### src/verilog/eth_stream_pkg.sv
// Stream widths and the first-beat view shared by the packet datapath.
// Import into any module or interface that carries the 64-bit MAC stream.
`default_nettype none

package eth_stream_pkg;

  localparam int ETH_DW = 64;
  // Valid bytes in the last beat, 0 means all eight
  localparam int ETH_UW = 4;
  localparam int CPU_KW = 8;

  // Simplified link header on the first beat of a frame
  typedef struct packed {
    logic [47:0] dst_mac;
    logic [15:0] ethertype;
  } eth_hdr_t;

  // Header view for routing, byte view for the CPU swap
  typedef union packed {
    eth_hdr_t                      hdr;
    logic [ETH_DW/8-1:0][7:0]      bytes;
  } eth_beat_u;

endpackage

`default_nettype wire

### src/verilog/net_regs_pkg.sv
// Register port widths, register map and reset values of the network port.
`default_nettype none

package net_regs_pkg;

  localparam int REG_AW = 14;
  localparam int REG_DW = 32;

  // Register map
  localparam logic [REG_AW-1:0] REG_CTRL        = 14'h00;
  localparam logic [REG_AW-1:0] REG_VITA_TYPE   = 14'h04;
  localparam logic [REG_AW-1:0] REG_RX_CPU_CNT  = 14'h08;
  localparam logic [REG_AW-1:0] REG_RX_VITA_CNT = 14'h0C;
  localparam logic [REG_AW-1:0] REG_TX_CNT      = 14'h10;

  localparam logic        ROUTE_EN_RST  = 1'b1;
  localparam logic [15:0] VITA_TYPE_RST = 16'h88B5;

  // Activity LED hold time in bus_clk cycles
  localparam int ACT_STRETCH = 16;

endpackage

`default_nettype wire

### src/verilog/axis_if.sv
// 64-bit frame stream with tuser byte count and a tvalid/tready handshake.
// A beat moves on a clock edge with tvalid and tready both high.
`timescale 1ns/1ps
`default_nettype none

interface axis_if import eth_stream_pkg::*; ();

  eth_beat_u         tdata;
  logic [ETH_UW-1:0] tuser;
  logic              tlast;
  logic              tvalid;
  logic              tready;

  modport source (output tdata, tuser, tlast, tvalid, input tready);
  modport sink   (input tdata, tuser, tlast, tvalid, output tready);

endinterface

`default_nettype wire

### src/verilog/net_ctrl.sv
// Register block of the network port: routing setup, frame counters and the
// activity LED. Reads answer one cycle after the request, writes land next cycle.
`timescale 1ns/1ps
`default_nettype none

module net_ctrl import net_regs_pkg::*; (
  input  logic              bus_clk,
  input  logic              rst_n,
  input  logic              reg_wr_req,
  input  logic [REG_AW-1:0] reg_wr_addr,
  input  logic [REG_DW-1:0] reg_wr_data,
  input  logic              reg_rd_req,
  input  logic [REG_AW-1:0] reg_rd_addr,
  output logic              reg_rd_resp,
  output logic [REG_DW-1:0] reg_rd_data,
  input  logic              rx_cpu_pkt,
  input  logic              rx_vita_pkt,
  input  logic              tx_pkt,
  input  logic              rx_beat,
  input  logic              tx_beat,
  output logic              vita_route_en,
  output logic [15:0]       vita_type,
  output logic              activity_led
);

  logic [2:0]              cnt_evt;
  logic [2:0]              cnt_clr;
  logic [REG_DW-1:0]       pkt_cnt [3];
  logic [$clog2(ACT_STRETCH)-1:0] act_cnt;

  ////////////////////
  // Config registers
  always_ff @(posedge bus_clk) begin
    if (!rst_n) begin
      vita_route_en <= ROUTE_EN_RST;
      vita_type     <= VITA_TYPE_RST;
    end else if (reg_wr_req) begin
      case (reg_wr_addr)
        REG_CTRL:      vita_route_en <= reg_wr_data[0];
        REG_VITA_TYPE: vita_type     <= reg_wr_data[15:0];
        default: ;
      endcase
    end
  end

  ////////////////////
  // Frame counters, index 0 rx cpu, 1 rx vita, 2 tx
  assign cnt_evt = {tx_pkt, rx_vita_pkt, rx_cpu_pkt};
  assign cnt_clr = {reg_wr_req && (reg_wr_addr == REG_TX_CNT),
                    reg_wr_req && (reg_wr_addr == REG_RX_VITA_CNT),
                    reg_wr_req && (reg_wr_addr == REG_RX_CPU_CNT)};

  always_ff @(posedge bus_clk) begin
    for (int i = 0; i < 3; i++) begin
      // Clear by write wins over a same-cycle event
      if (!rst_n || cnt_clr[i]) pkt_cnt[i] <= '0;
      else if (cnt_evt[i])      pkt_cnt[i] <= pkt_cnt[i] + 1'b1;
    end
  end

  ////////////////////
  // Read side
  always_ff @(posedge bus_clk) begin
    if (!rst_n) reg_rd_resp <= 1'b0;
    else        reg_rd_resp <= reg_rd_req;
  end

  always_ff @(posedge bus_clk) begin
    if (reg_rd_req) begin
      case (reg_rd_addr)
        REG_CTRL:        reg_rd_data <= {{(REG_DW-1){1'b0}}, vita_route_en};
        REG_VITA_TYPE:   reg_rd_data <= {{(REG_DW-16){1'b0}}, vita_type};
        REG_RX_CPU_CNT:  reg_rd_data <= pkt_cnt[0];
        REG_RX_VITA_CNT: reg_rd_data <= pkt_cnt[1];
        REG_TX_CNT:      reg_rd_data <= pkt_cnt[2];
        default:         reg_rd_data <= '0;
      endcase
    end
  end

  ////////////////////
  // Activity LED, reloaded on every beat in either direction
  always_ff @(posedge bus_clk) begin
    if (!rst_n)                 act_cnt <= '0;
    else if (rx_beat | tx_beat) act_cnt <= $bits(act_cnt)'(ACT_STRETCH - 1);
    else if (act_cnt != '0)     act_cnt <= act_cnt - 1'b1;
  end

  assign activity_led = (act_cnt != '0);

  // Request strobes are single-cycle pulses
  a_rd_req_pulse: assert property (@(posedge bus_clk) disable iff (!rst_n)
    reg_rd_req |=> !reg_rd_req);

  a_wr_req_pulse: assert property (@(posedge bus_clk) disable iff (!rst_n)
    reg_wr_req |=> !reg_wr_req);

endmodule

`default_nettype wire

### src/verilog/eth_rx_router.sv
// Steers each received frame to the VITA engine or the CPU.
// Route is picked on the first beat from the frame type and held to tlast.
`timescale 1ns/1ps
`default_nettype none

module eth_rx_router import eth_stream_pkg::*; (
  input  logic        bus_clk,
  input  logic        rst_n,
  input  logic        vita_route_en,
  input  logic [15:0] vita_type,
  axis_if.sink        eth_rx,
  axis_if.source      to_vita,
  axis_if.source      to_cpu,
  output logic        rx_vita_pkt,
  output logic        rx_cpu_pkt,
  output logic        rx_beat
);

  logic in_frame;
  logic route_vita_q;
  logic hdr_is_vita;
  logic sel_vita;
  logic beat;

  // Header match only counts on the first beat
  assign hdr_is_vita = vita_route_en && (eth_rx.tdata.hdr.ethertype == vita_type);
  assign sel_vita    = in_frame ? route_vita_q : hdr_is_vita;

  assign beat = eth_rx.tvalid && eth_rx.tready;

  always_ff @(posedge bus_clk) begin
    if (!rst_n) begin
      in_frame     <= 1'b0;
      route_vita_q <= 1'b0;
    end else if (beat) begin
      in_frame     <= !eth_rx.tlast;
      route_vita_q <= sel_vita;
    end
  end

  ////////////////////
  // Fan out, payload goes to both and tvalid picks the target
  assign to_vita.tdata  = eth_rx.tdata;
  assign to_vita.tuser  = eth_rx.tuser;
  assign to_vita.tlast  = eth_rx.tlast;
  assign to_vita.tvalid = eth_rx.tvalid && sel_vita;

  assign to_cpu.tdata  = eth_rx.tdata;
  assign to_cpu.tuser  = eth_rx.tuser;
  assign to_cpu.tlast  = eth_rx.tlast;
  assign to_cpu.tvalid = eth_rx.tvalid && !sel_vita;

  assign eth_rx.tready = sel_vita ? to_vita.tready : to_cpu.tready;

  // Event strobes for the counters and LED
  assign rx_beat     = beat;
  assign rx_vita_pkt = beat && eth_rx.tlast && sel_vita;
  assign rx_cpu_pkt  = beat && eth_rx.tlast && !sel_vita;

  // A stalled header beat must not change, or the route could flip
  a_rx_hold: assert property (@(posedge bus_clk) disable iff (!rst_n)
    (eth_rx.tvalid && !eth_rx.tready) |=>
      (eth_rx.tvalid && $stable(eth_rx.tdata) && $stable(eth_rx.tlast)));

endmodule

`default_nettype wire

### src/verilog/eth_tx_arbiter.sv
// Merges the VITA and CPU transmit streams onto the MAC, one whole frame at
// a time. Ties go to the side that did not win the previous frame.
`timescale 1ns/1ps
`default_nettype none

module eth_tx_arbiter import eth_stream_pkg::*; (
  input  logic   bus_clk,
  input  logic   rst_n,
  axis_if.sink   from_vita,
  axis_if.sink   from_cpu,
  axis_if.source eth_tx,
  output logic   tx_pkt,
  output logic   tx_beat
);

  logic locked;
  // Grant of the current frame, or the last winner between frames
  logic grant_vita_q;
  logic pick_vita;
  logic sel_vita;
  logic beat;

  assign pick_vita = from_vita.tvalid && (!from_cpu.tvalid || !grant_vita_q);
  assign sel_vita  = locked ? grant_vita_q : pick_vita;

  assign beat = eth_tx.tvalid && eth_tx.tready;

  // Lock as soon as a beat is offered so a stalled beat stays put
  always_ff @(posedge bus_clk) begin
    if (!rst_n) begin
      locked       <= 1'b0;
      grant_vita_q <= 1'b0;
    end else if (eth_tx.tvalid) begin
      locked       <= !(eth_tx.tready && eth_tx.tlast);
      grant_vita_q <= sel_vita;
    end
  end

  ////////////////////
  // Output mux, VITA frames are always full beats
  assign eth_tx.tdata  = sel_vita ? from_vita.tdata  : from_cpu.tdata;
  assign eth_tx.tuser  = sel_vita ? '0               : from_cpu.tuser;
  assign eth_tx.tlast  = sel_vita ? from_vita.tlast  : from_cpu.tlast;
  assign eth_tx.tvalid = sel_vita ? from_vita.tvalid : from_cpu.tvalid;

  assign from_vita.tready = sel_vita && eth_tx.tready;
  assign from_cpu.tready  = !sel_vita && eth_tx.tready;

  assign tx_beat = beat;
  assign tx_pkt  = beat && eth_tx.tlast;

  // An offered beat on the MAC side stays put until it is taken
  a_tx_hold: assert property (@(posedge bus_clk) disable iff (!rst_n)
    (eth_tx.tvalid && !eth_tx.tready) |=>
      (eth_tx.tvalid && $stable(eth_tx.tdata) && $stable(eth_tx.tlast)));

endmodule

`default_nettype wire

### src/verilog/cpu_stream_adapter.sv
// CPU side of the port: byte swap in both directions and the translation
// between the tuser byte count and the CPU tkeep mask. Purely combinational.
`timescale 1ns/1ps
`default_nettype none

module cpu_stream_adapter import eth_stream_pkg::*; (
  axis_if.sink              to_cpu,
  axis_if.source            from_cpu,
  output logic [ETH_DW-1:0] e2c_tdata,
  output logic [CPU_KW-1:0] e2c_tkeep,
  output logic              e2c_tlast,
  output logic              e2c_tvalid,
  input  logic              e2c_tready,
  input  logic [ETH_DW-1:0] c2e_tdata,
  input  logic [CPU_KW-1:0] c2e_tkeep,
  input  logic              c2e_tlast,
  input  logic              c2e_tvalid,
  output logic              c2e_tready
);

  function automatic eth_beat_u byte_swap(input eth_beat_u w);
    eth_beat_u r;
    for (int i = 0; i < ETH_DW/8; i++) begin
      r.bytes[i] = w.bytes[ETH_DW/8-1-i];
    end
    return r;
  endfunction

  ////////////////////
  // MAC to CPU
  assign e2c_tdata     = byte_swap(to_cpu.tdata);
  assign e2c_tlast     = to_cpu.tlast;
  assign e2c_tvalid    = to_cpu.tvalid;
  assign to_cpu.tready = e2c_tready;

  // Partial last beat keeps n lanes from lane 0
  always_comb begin
    e2c_tkeep = '1;
    if (to_cpu.tlast && (to_cpu.tuser != '0))
      e2c_tkeep = (CPU_KW'(1) << to_cpu.tuser) - CPU_KW'(1);
  end

  ////////////////////
  // CPU to MAC
  assign from_cpu.tdata  = byte_swap(c2e_tdata);
  assign from_cpu.tlast  = c2e_tlast;
  assign from_cpu.tvalid = c2e_tvalid;
  assign c2e_tready      = from_cpu.tready;

  // Only a contiguous mask from lane 0 maps to a count, anything else is full
  always_comb begin
    from_cpu.tuser = '0;
    if (c2e_tlast) begin
      for (int n = 1; n < CPU_KW; n++) begin
        if (c2e_tkeep == ((CPU_KW'(1) << n) - CPU_KW'(1)))
          from_cpu.tuser = ETH_UW'(n);
      end
    end
  end

endmodule

`default_nettype wire

### src/verilog/net_if_top.sv
// Packet side of the network port on bus_clk. Connects the receive router,
// transmit merge, CPU adapter and register block to the plain top ports.
`timescale 1ns/1ps
`default_nettype none

module net_if_top import eth_stream_pkg::*; import net_regs_pkg::*; (
  input  logic              bus_clk,
  input  logic              rst_n,
  // Register port
  input  logic              reg_wr_req,
  input  logic [REG_AW-1:0] reg_wr_addr,
  input  logic [REG_DW-1:0] reg_wr_data,
  input  logic              reg_rd_req,
  input  logic [REG_AW-1:0] reg_rd_addr,
  output logic              reg_rd_resp,
  output logic [REG_DW-1:0] reg_rd_data,
  // MAC receive and transmit
  input  logic [ETH_DW-1:0] eth_rx_tdata,
  input  logic [ETH_UW-1:0] eth_rx_tuser,
  input  logic              eth_rx_tlast,
  input  logic              eth_rx_tvalid,
  output logic              eth_rx_tready,
  output logic [ETH_DW-1:0] eth_tx_tdata,
  output logic [ETH_UW-1:0] eth_tx_tuser,
  output logic              eth_tx_tlast,
  output logic              eth_tx_tvalid,
  input  logic              eth_tx_tready,
  // VITA engine
  output logic [ETH_DW-1:0] e2v_tdata,
  output logic              e2v_tlast,
  output logic              e2v_tvalid,
  input  logic              e2v_tready,
  input  logic [ETH_DW-1:0] v2e_tdata,
  input  logic              v2e_tlast,
  input  logic              v2e_tvalid,
  output logic              v2e_tready,
  // CPU
  output logic [ETH_DW-1:0] e2c_tdata,
  output logic [CPU_KW-1:0] e2c_tkeep,
  output logic              e2c_tlast,
  output logic              e2c_tvalid,
  input  logic              e2c_tready,
  input  logic [ETH_DW-1:0] c2e_tdata,
  input  logic [CPU_KW-1:0] c2e_tkeep,
  input  logic              c2e_tlast,
  input  logic              c2e_tvalid,
  output logic              c2e_tready,
  output logic              activity_led
);

  logic        rx_cpu_pkt;
  logic        rx_vita_pkt;
  logic        tx_pkt;
  logic        rx_beat;
  logic        tx_beat;
  logic        vita_route_en;
  logic [15:0] vita_type;

  axis_if rx_if ();
  axis_if e2v_if ();
  axis_if e2c_if ();
  axis_if v2e_if ();
  axis_if c2e_if ();
  axis_if tx_if ();

  ////////////////////
  // Plain ports to stream links
  assign rx_if.tdata   = eth_rx_tdata;
  assign rx_if.tuser   = eth_rx_tuser;
  assign rx_if.tlast   = eth_rx_tlast;
  assign rx_if.tvalid  = eth_rx_tvalid;
  assign eth_rx_tready = rx_if.tready;

  assign eth_tx_tdata  = tx_if.tdata;
  assign eth_tx_tuser  = tx_if.tuser;
  assign eth_tx_tlast  = tx_if.tlast;
  assign eth_tx_tvalid = tx_if.tvalid;
  assign tx_if.tready  = eth_tx_tready;

  // VITA side carries no byte count
  assign e2v_tdata     = e2v_if.tdata;
  assign e2v_tlast     = e2v_if.tlast;
  assign e2v_tvalid    = e2v_if.tvalid;
  assign e2v_if.tready = e2v_tready;

  assign v2e_if.tdata  = v2e_tdata;
  assign v2e_if.tlast  = v2e_tlast;
  assign v2e_if.tvalid = v2e_tvalid;
  assign v2e_tready    = v2e_if.tready;

  ////////////////////
  // Blocks
  net_ctrl u_ctrl (
    .bus_clk, .rst_n,
    .reg_wr_req, .reg_wr_addr, .reg_wr_data,
    .reg_rd_req, .reg_rd_addr, .reg_rd_resp, .reg_rd_data,
    .rx_cpu_pkt, .rx_vita_pkt, .tx_pkt, .rx_beat, .tx_beat,
    .vita_route_en, .vita_type, .activity_led
  );

  eth_rx_router u_router (
    .bus_clk, .rst_n, .vita_route_en, .vita_type,
    .eth_rx (rx_if), .to_vita (e2v_if), .to_cpu (e2c_if),
    .rx_vita_pkt, .rx_cpu_pkt, .rx_beat
  );

  eth_tx_arbiter u_arb (
    .bus_clk, .rst_n,
    .from_vita (v2e_if), .from_cpu (c2e_if), .eth_tx (tx_if),
    .tx_pkt, .tx_beat
  );

  cpu_stream_adapter u_cpu (
    .to_cpu (e2c_if), .from_cpu (c2e_if),
    .e2c_tdata, .e2c_tkeep, .e2c_tlast, .e2c_tvalid, .e2c_tready,
    .c2e_tdata, .c2e_tkeep, .c2e_tlast, .c2e_tvalid, .c2e_tready
  );

endmodule

`default_nettype wire

### config.mk
export PLATFORM = sky130hd
export DESIGN_NAME = net_if_top
export DESIGN_NICKNAME = d
export VERILOG_FILES = /design/src/verilog/eth_stream_pkg.sv /design/src/verilog/net_regs_pkg.sv /design/src/verilog/axis_if.sv /design/src/verilog/net_ctrl.sv /design/src/verilog/eth_rx_router.sv /design/src/verilog/eth_tx_arbiter.sv /design/src/verilog/cpu_stream_adapter.sv /design/src/verilog/net_if_top.sv
export SDC_FILE = /design/constraint.sdc
export NUM_CORES = 1
export LEC_CHECK = 0
export BUFFER_PORTS_ARGS = -buffer_cell sky130_fd_sc_hd__buf_2
export CAP_MARGIN = 20
export CELL_PAD_IN_SITES_DETAIL_PLACEMENT = 0
export CELL_PAD_IN_SITES_GLOBAL_PLACEMENT = 1
export CORE_UTILIZATION = 23
export CTS_CLUSTER_DIAMETER = 80
export DETAILED_ROUTE_END_ITERATION = 10
export PLACE_DENSITY = 0.68
export SETUP_SLACK_MARGIN = 0.1
export SLEW_MARGIN = 15
export SYNTH_ARGS = -nofsm -noshare
export SYNTH_HDL_FRONTEND = slang
export SYNTH_SLANG_ARGS = --single-unit
### constraint.sdc
create_clock -name bus_clk -period 4.4 [get_ports bus_clk]
set_input_delay 0.66 -clock bus_clk [delete_from_list [all_inputs] [get_ports bus_clk]]
set_output_delay 0.66 -clock bus_clk [all_outputs]
set_load 0.02 [all_outputs]
==> results by group <==
Setup path
  • Data required time of the critical path: around 3700 ps
  • Worst path max stage delay: approximately 760 ps
  • Worst-path cell chain: nand2_1, a31oi_4, buf_12, mux2_2, buf_2
  • Setup CP Type: reg -> out
  • CP endpoint kind: output pin
  • CP startpoint kind: flip-flop
  • Buf/Inv on CP: 2
  • Arrival time worst endpoint: 2550 ps
  • Top Family by Delay on Critical Path: compound AO/OA/AOI/OAI gates
  • R2R Setup Slk: approximately 1600 ps
  • Critical path's slowest cell: a31oi_4
  • Crit path max fanout: 31

Layout
  • Register area: approximately 4400 um2
  • Layout Cells excl Fill: ~1800
  • Layout cells sized above 1: between 40 and 50%
  • Area occupied by multi-input gates: between 4000 and 5000 um2
  • Final #Nets: 1493
  • Syn-to-layout area delta: 21.4%
  • Fillers: about 4600

Die
  • Die ar.: 45200 um2
  • Chip width: around 210 um
  • Die Y: 213 um
  • Starting Density: 23.5%
  • # IOs: 524
  • Area of the core: 43500 um2
  • Num rows: 76

Drt
  • Drt pass-1 iters: 5
  • Vias: a little over 8000
  • Detailed Route WL: 34100 um
  • Via density per instance: between 4 and 5
  • Routed len/inst: between 15 and 20 um
  • Drc violations: 0
  • Initial DRC count: 669
  • Detail Route Antenna Nets: 0

Job
  • Max-cap viol count: 0

Placed design
  • DP Wirelength: between 20000 and 30000 um
  • Placed cells: 1776
  • Final GP Congestion: slightly below 0.9
  • IO Port Bufs: ~360
  • Place WS: 1190 ps

STA
  • Setup TNS: 0 ps
  • Fmax: between 0.3 and 0.4 GHz
  • Max-slew headroom: 39.3%
  • RSZ-0062 raised after global routing: false
  • Final period util: ~73%
  • Worst-margin pin slew: 911 ps
  • Final Max Tran Viols: 0
  • Final hold violation count: 0
  • Setup Skew: around 12 ps
  • Fin crit period: between 3000 and 4000 ps
  • # setup viols final: 0
  • Setup WS post-layout: ~1200 ps

Synth
  • Most common cell in the synthesized netlist: buf_4
  • Mean Syn Cell Area: 10.4 um2
  • Share of the synthesized area in the top cell type: approximately 38%
  • Post-synth EDFFs: 128
  • Syn Std Cell Area: just over 10000 um2
  • Syn Nets: 1261
  • Post-synthesis cell count: between 900 and 1000
  • Register area share after synthesis: between 40 and 50%
  • FF+latch count, synth: between 150 and 200
  • Dominant cell type by area after synthesis: edfxtp_1
  • Main flop type after synthesis: edfxtp_1
  • Yosys warns: 0
  • Async SR Flop Fraction: 0%
  • Ranking of synthesized cells by area: edfxtp_1, buf_4, mux2_2
  • Cell variety after synth: 56
  • Commonest cells in the netlist: buf_4, edfxtp_1, nor2_1, xor2_1, mux2_2

Clocking
  • Clock transition at path regs: ~60 ps
  • CTS sink count: approximately 150
  • Number of hold buffers added after cts: 0
  • Root Buffer Master: clkbuf_16
  • Clk buf depth: 2
  • Num CTS Buffers: 17
  • CTS tree: built
  • Post-CTS setup buffer count: 0
  • Clock Latency Late Sink: about 420 ps
  • Post-CTS sizing: 0
  • H-tree depth: 4

Pwr
  • Leak Pwr: roughly 4.9 nW
  • Pwr Density: about 320 nW/um2
  • Max VDD drop: between 0.0002 and 0.0003 V

Global route
  • GRT Overall Usage: between 10% and 20%
  • First-pass GRT wire length: 49000 um
  • Vias in the first global route: roughly 8000
  • Largest net degree at the start of global routing: 34
  • GRT overflow: 0
  • Initial antenna violation count: 30

Min path
  • Hold Crit Class: in -> reg

Status
  • Status: complete, no violations
## final cells by class
type	instances	area share [%]
diodes	13	0.262
clock buffers	24	3.81
clock inverters	8	0.979
inverters	31	0.939
multi-input cells	625	36.9
flip-flops and latches	154	35.2
well taps	585	5.91
repair buffers	381	16.0
## cell usage in the layout, fill, tap and decap left out, types with 18 or more instances in the layout
master	instances
nand3_1	40
inv_1	31
xor2_1	69
mux2i_1	19
buf_2	361
dfxtp_1	26
edfxtp_1	128
nand4_1	27
nor2_1	114
mux2_2	68
nand2_1	61
and3_1	19
xnor2_1	41
nor2_4	28
buf_4	18
## flip-flops by register name, indices dropped and copies added (netlist names)
signal,cells
u_ctrl.act_cnt,4
u_ctrl.reg_rd_resp,1
u_arb.locked,1
u_router.in_frame,1
u_arb.grant_vita_q,1
u_router.route_vita_q,1
u_ctrl.reg_rd_data,32
u_ctrl.vita_route_en,1
u_ctrl.pkt_cnt,96
u_ctrl.vita_type,16
## power by group
| group | leakage (nW) | switching [mW] | total, mW | internal [mW] |
|---|---|---|---|---|
| clock network | 0.288 | 0.571 | 1.49 | 0.922 |
| registers | 1.55 | 0.0750 | 1.72 | 1.65 |
| logic | 3.10 | 0.398 | 0.689 | 0.291 |
## worst min-delay path: cells and delay by family
family / cells / cell delay [ps]
buffers and inverters: 1 / 80
AND/OR/NAND/NOR: 1 / 60
multiplexers: 1 / 50
## logic make-up (layout without fill, tap and decap cells)
family	after synthesis	after routing	synth area share (%)
other	2	15	0.0736
flip-flops	154	154	42.8
buffers and inverters	199	444	12.9
XOR/XNOR	110	110	9.44
adder cells (fa/ha/maj)	6	6	0.736
AND/OR/NAND/NOR	346	346	18.5
multiplexers	87	87	9.37
AO/OA/AOI/OAI	74	74	6.19
## layer usage
layer / global-route usage, % / up-vias / share of wire (%)
li1: - / 3838 / -
met1: 18.6 / 3847 / 42
met2: 22.6 / 413 / 44
met3: 7.15 / 52 / 13
met4: 3.72 / 20 / 1.3
met5: 0 / - / 0.35
## stage by stage
step | util [%] | total power [mW] | hold WS [ps] | cell area (um2)
after global routing | 28.4 | 4.05 | 451 | 12400
final | 28.5 | 3.91 | 463 | 12400
after floorplan | - | 2.29 | 436 | 10200
after CTS | 28.4 | 3.95 | 443 | 12400
after detailed placement | 27.1 | 2.45 | 465 | 11800
after global placement | 27.1 | 2.44 | 456 | 11800
## path summary, 6_finish.rpt
kind	from	end	cells past startpoint
max reg2reg	u_arb.grant_vita_q	u_ctrl.pkt_cnt[2][22]	7
min reg2reg	u_router.route_vita_q	u_router.route_vita_q	2
min	reg_wr_data[5]	u_ctrl.vita_type[5]	3
max	u_arb.grant_vita_q	eth_tx_tdata[40]	5
(Power assumes the default switching activity.)
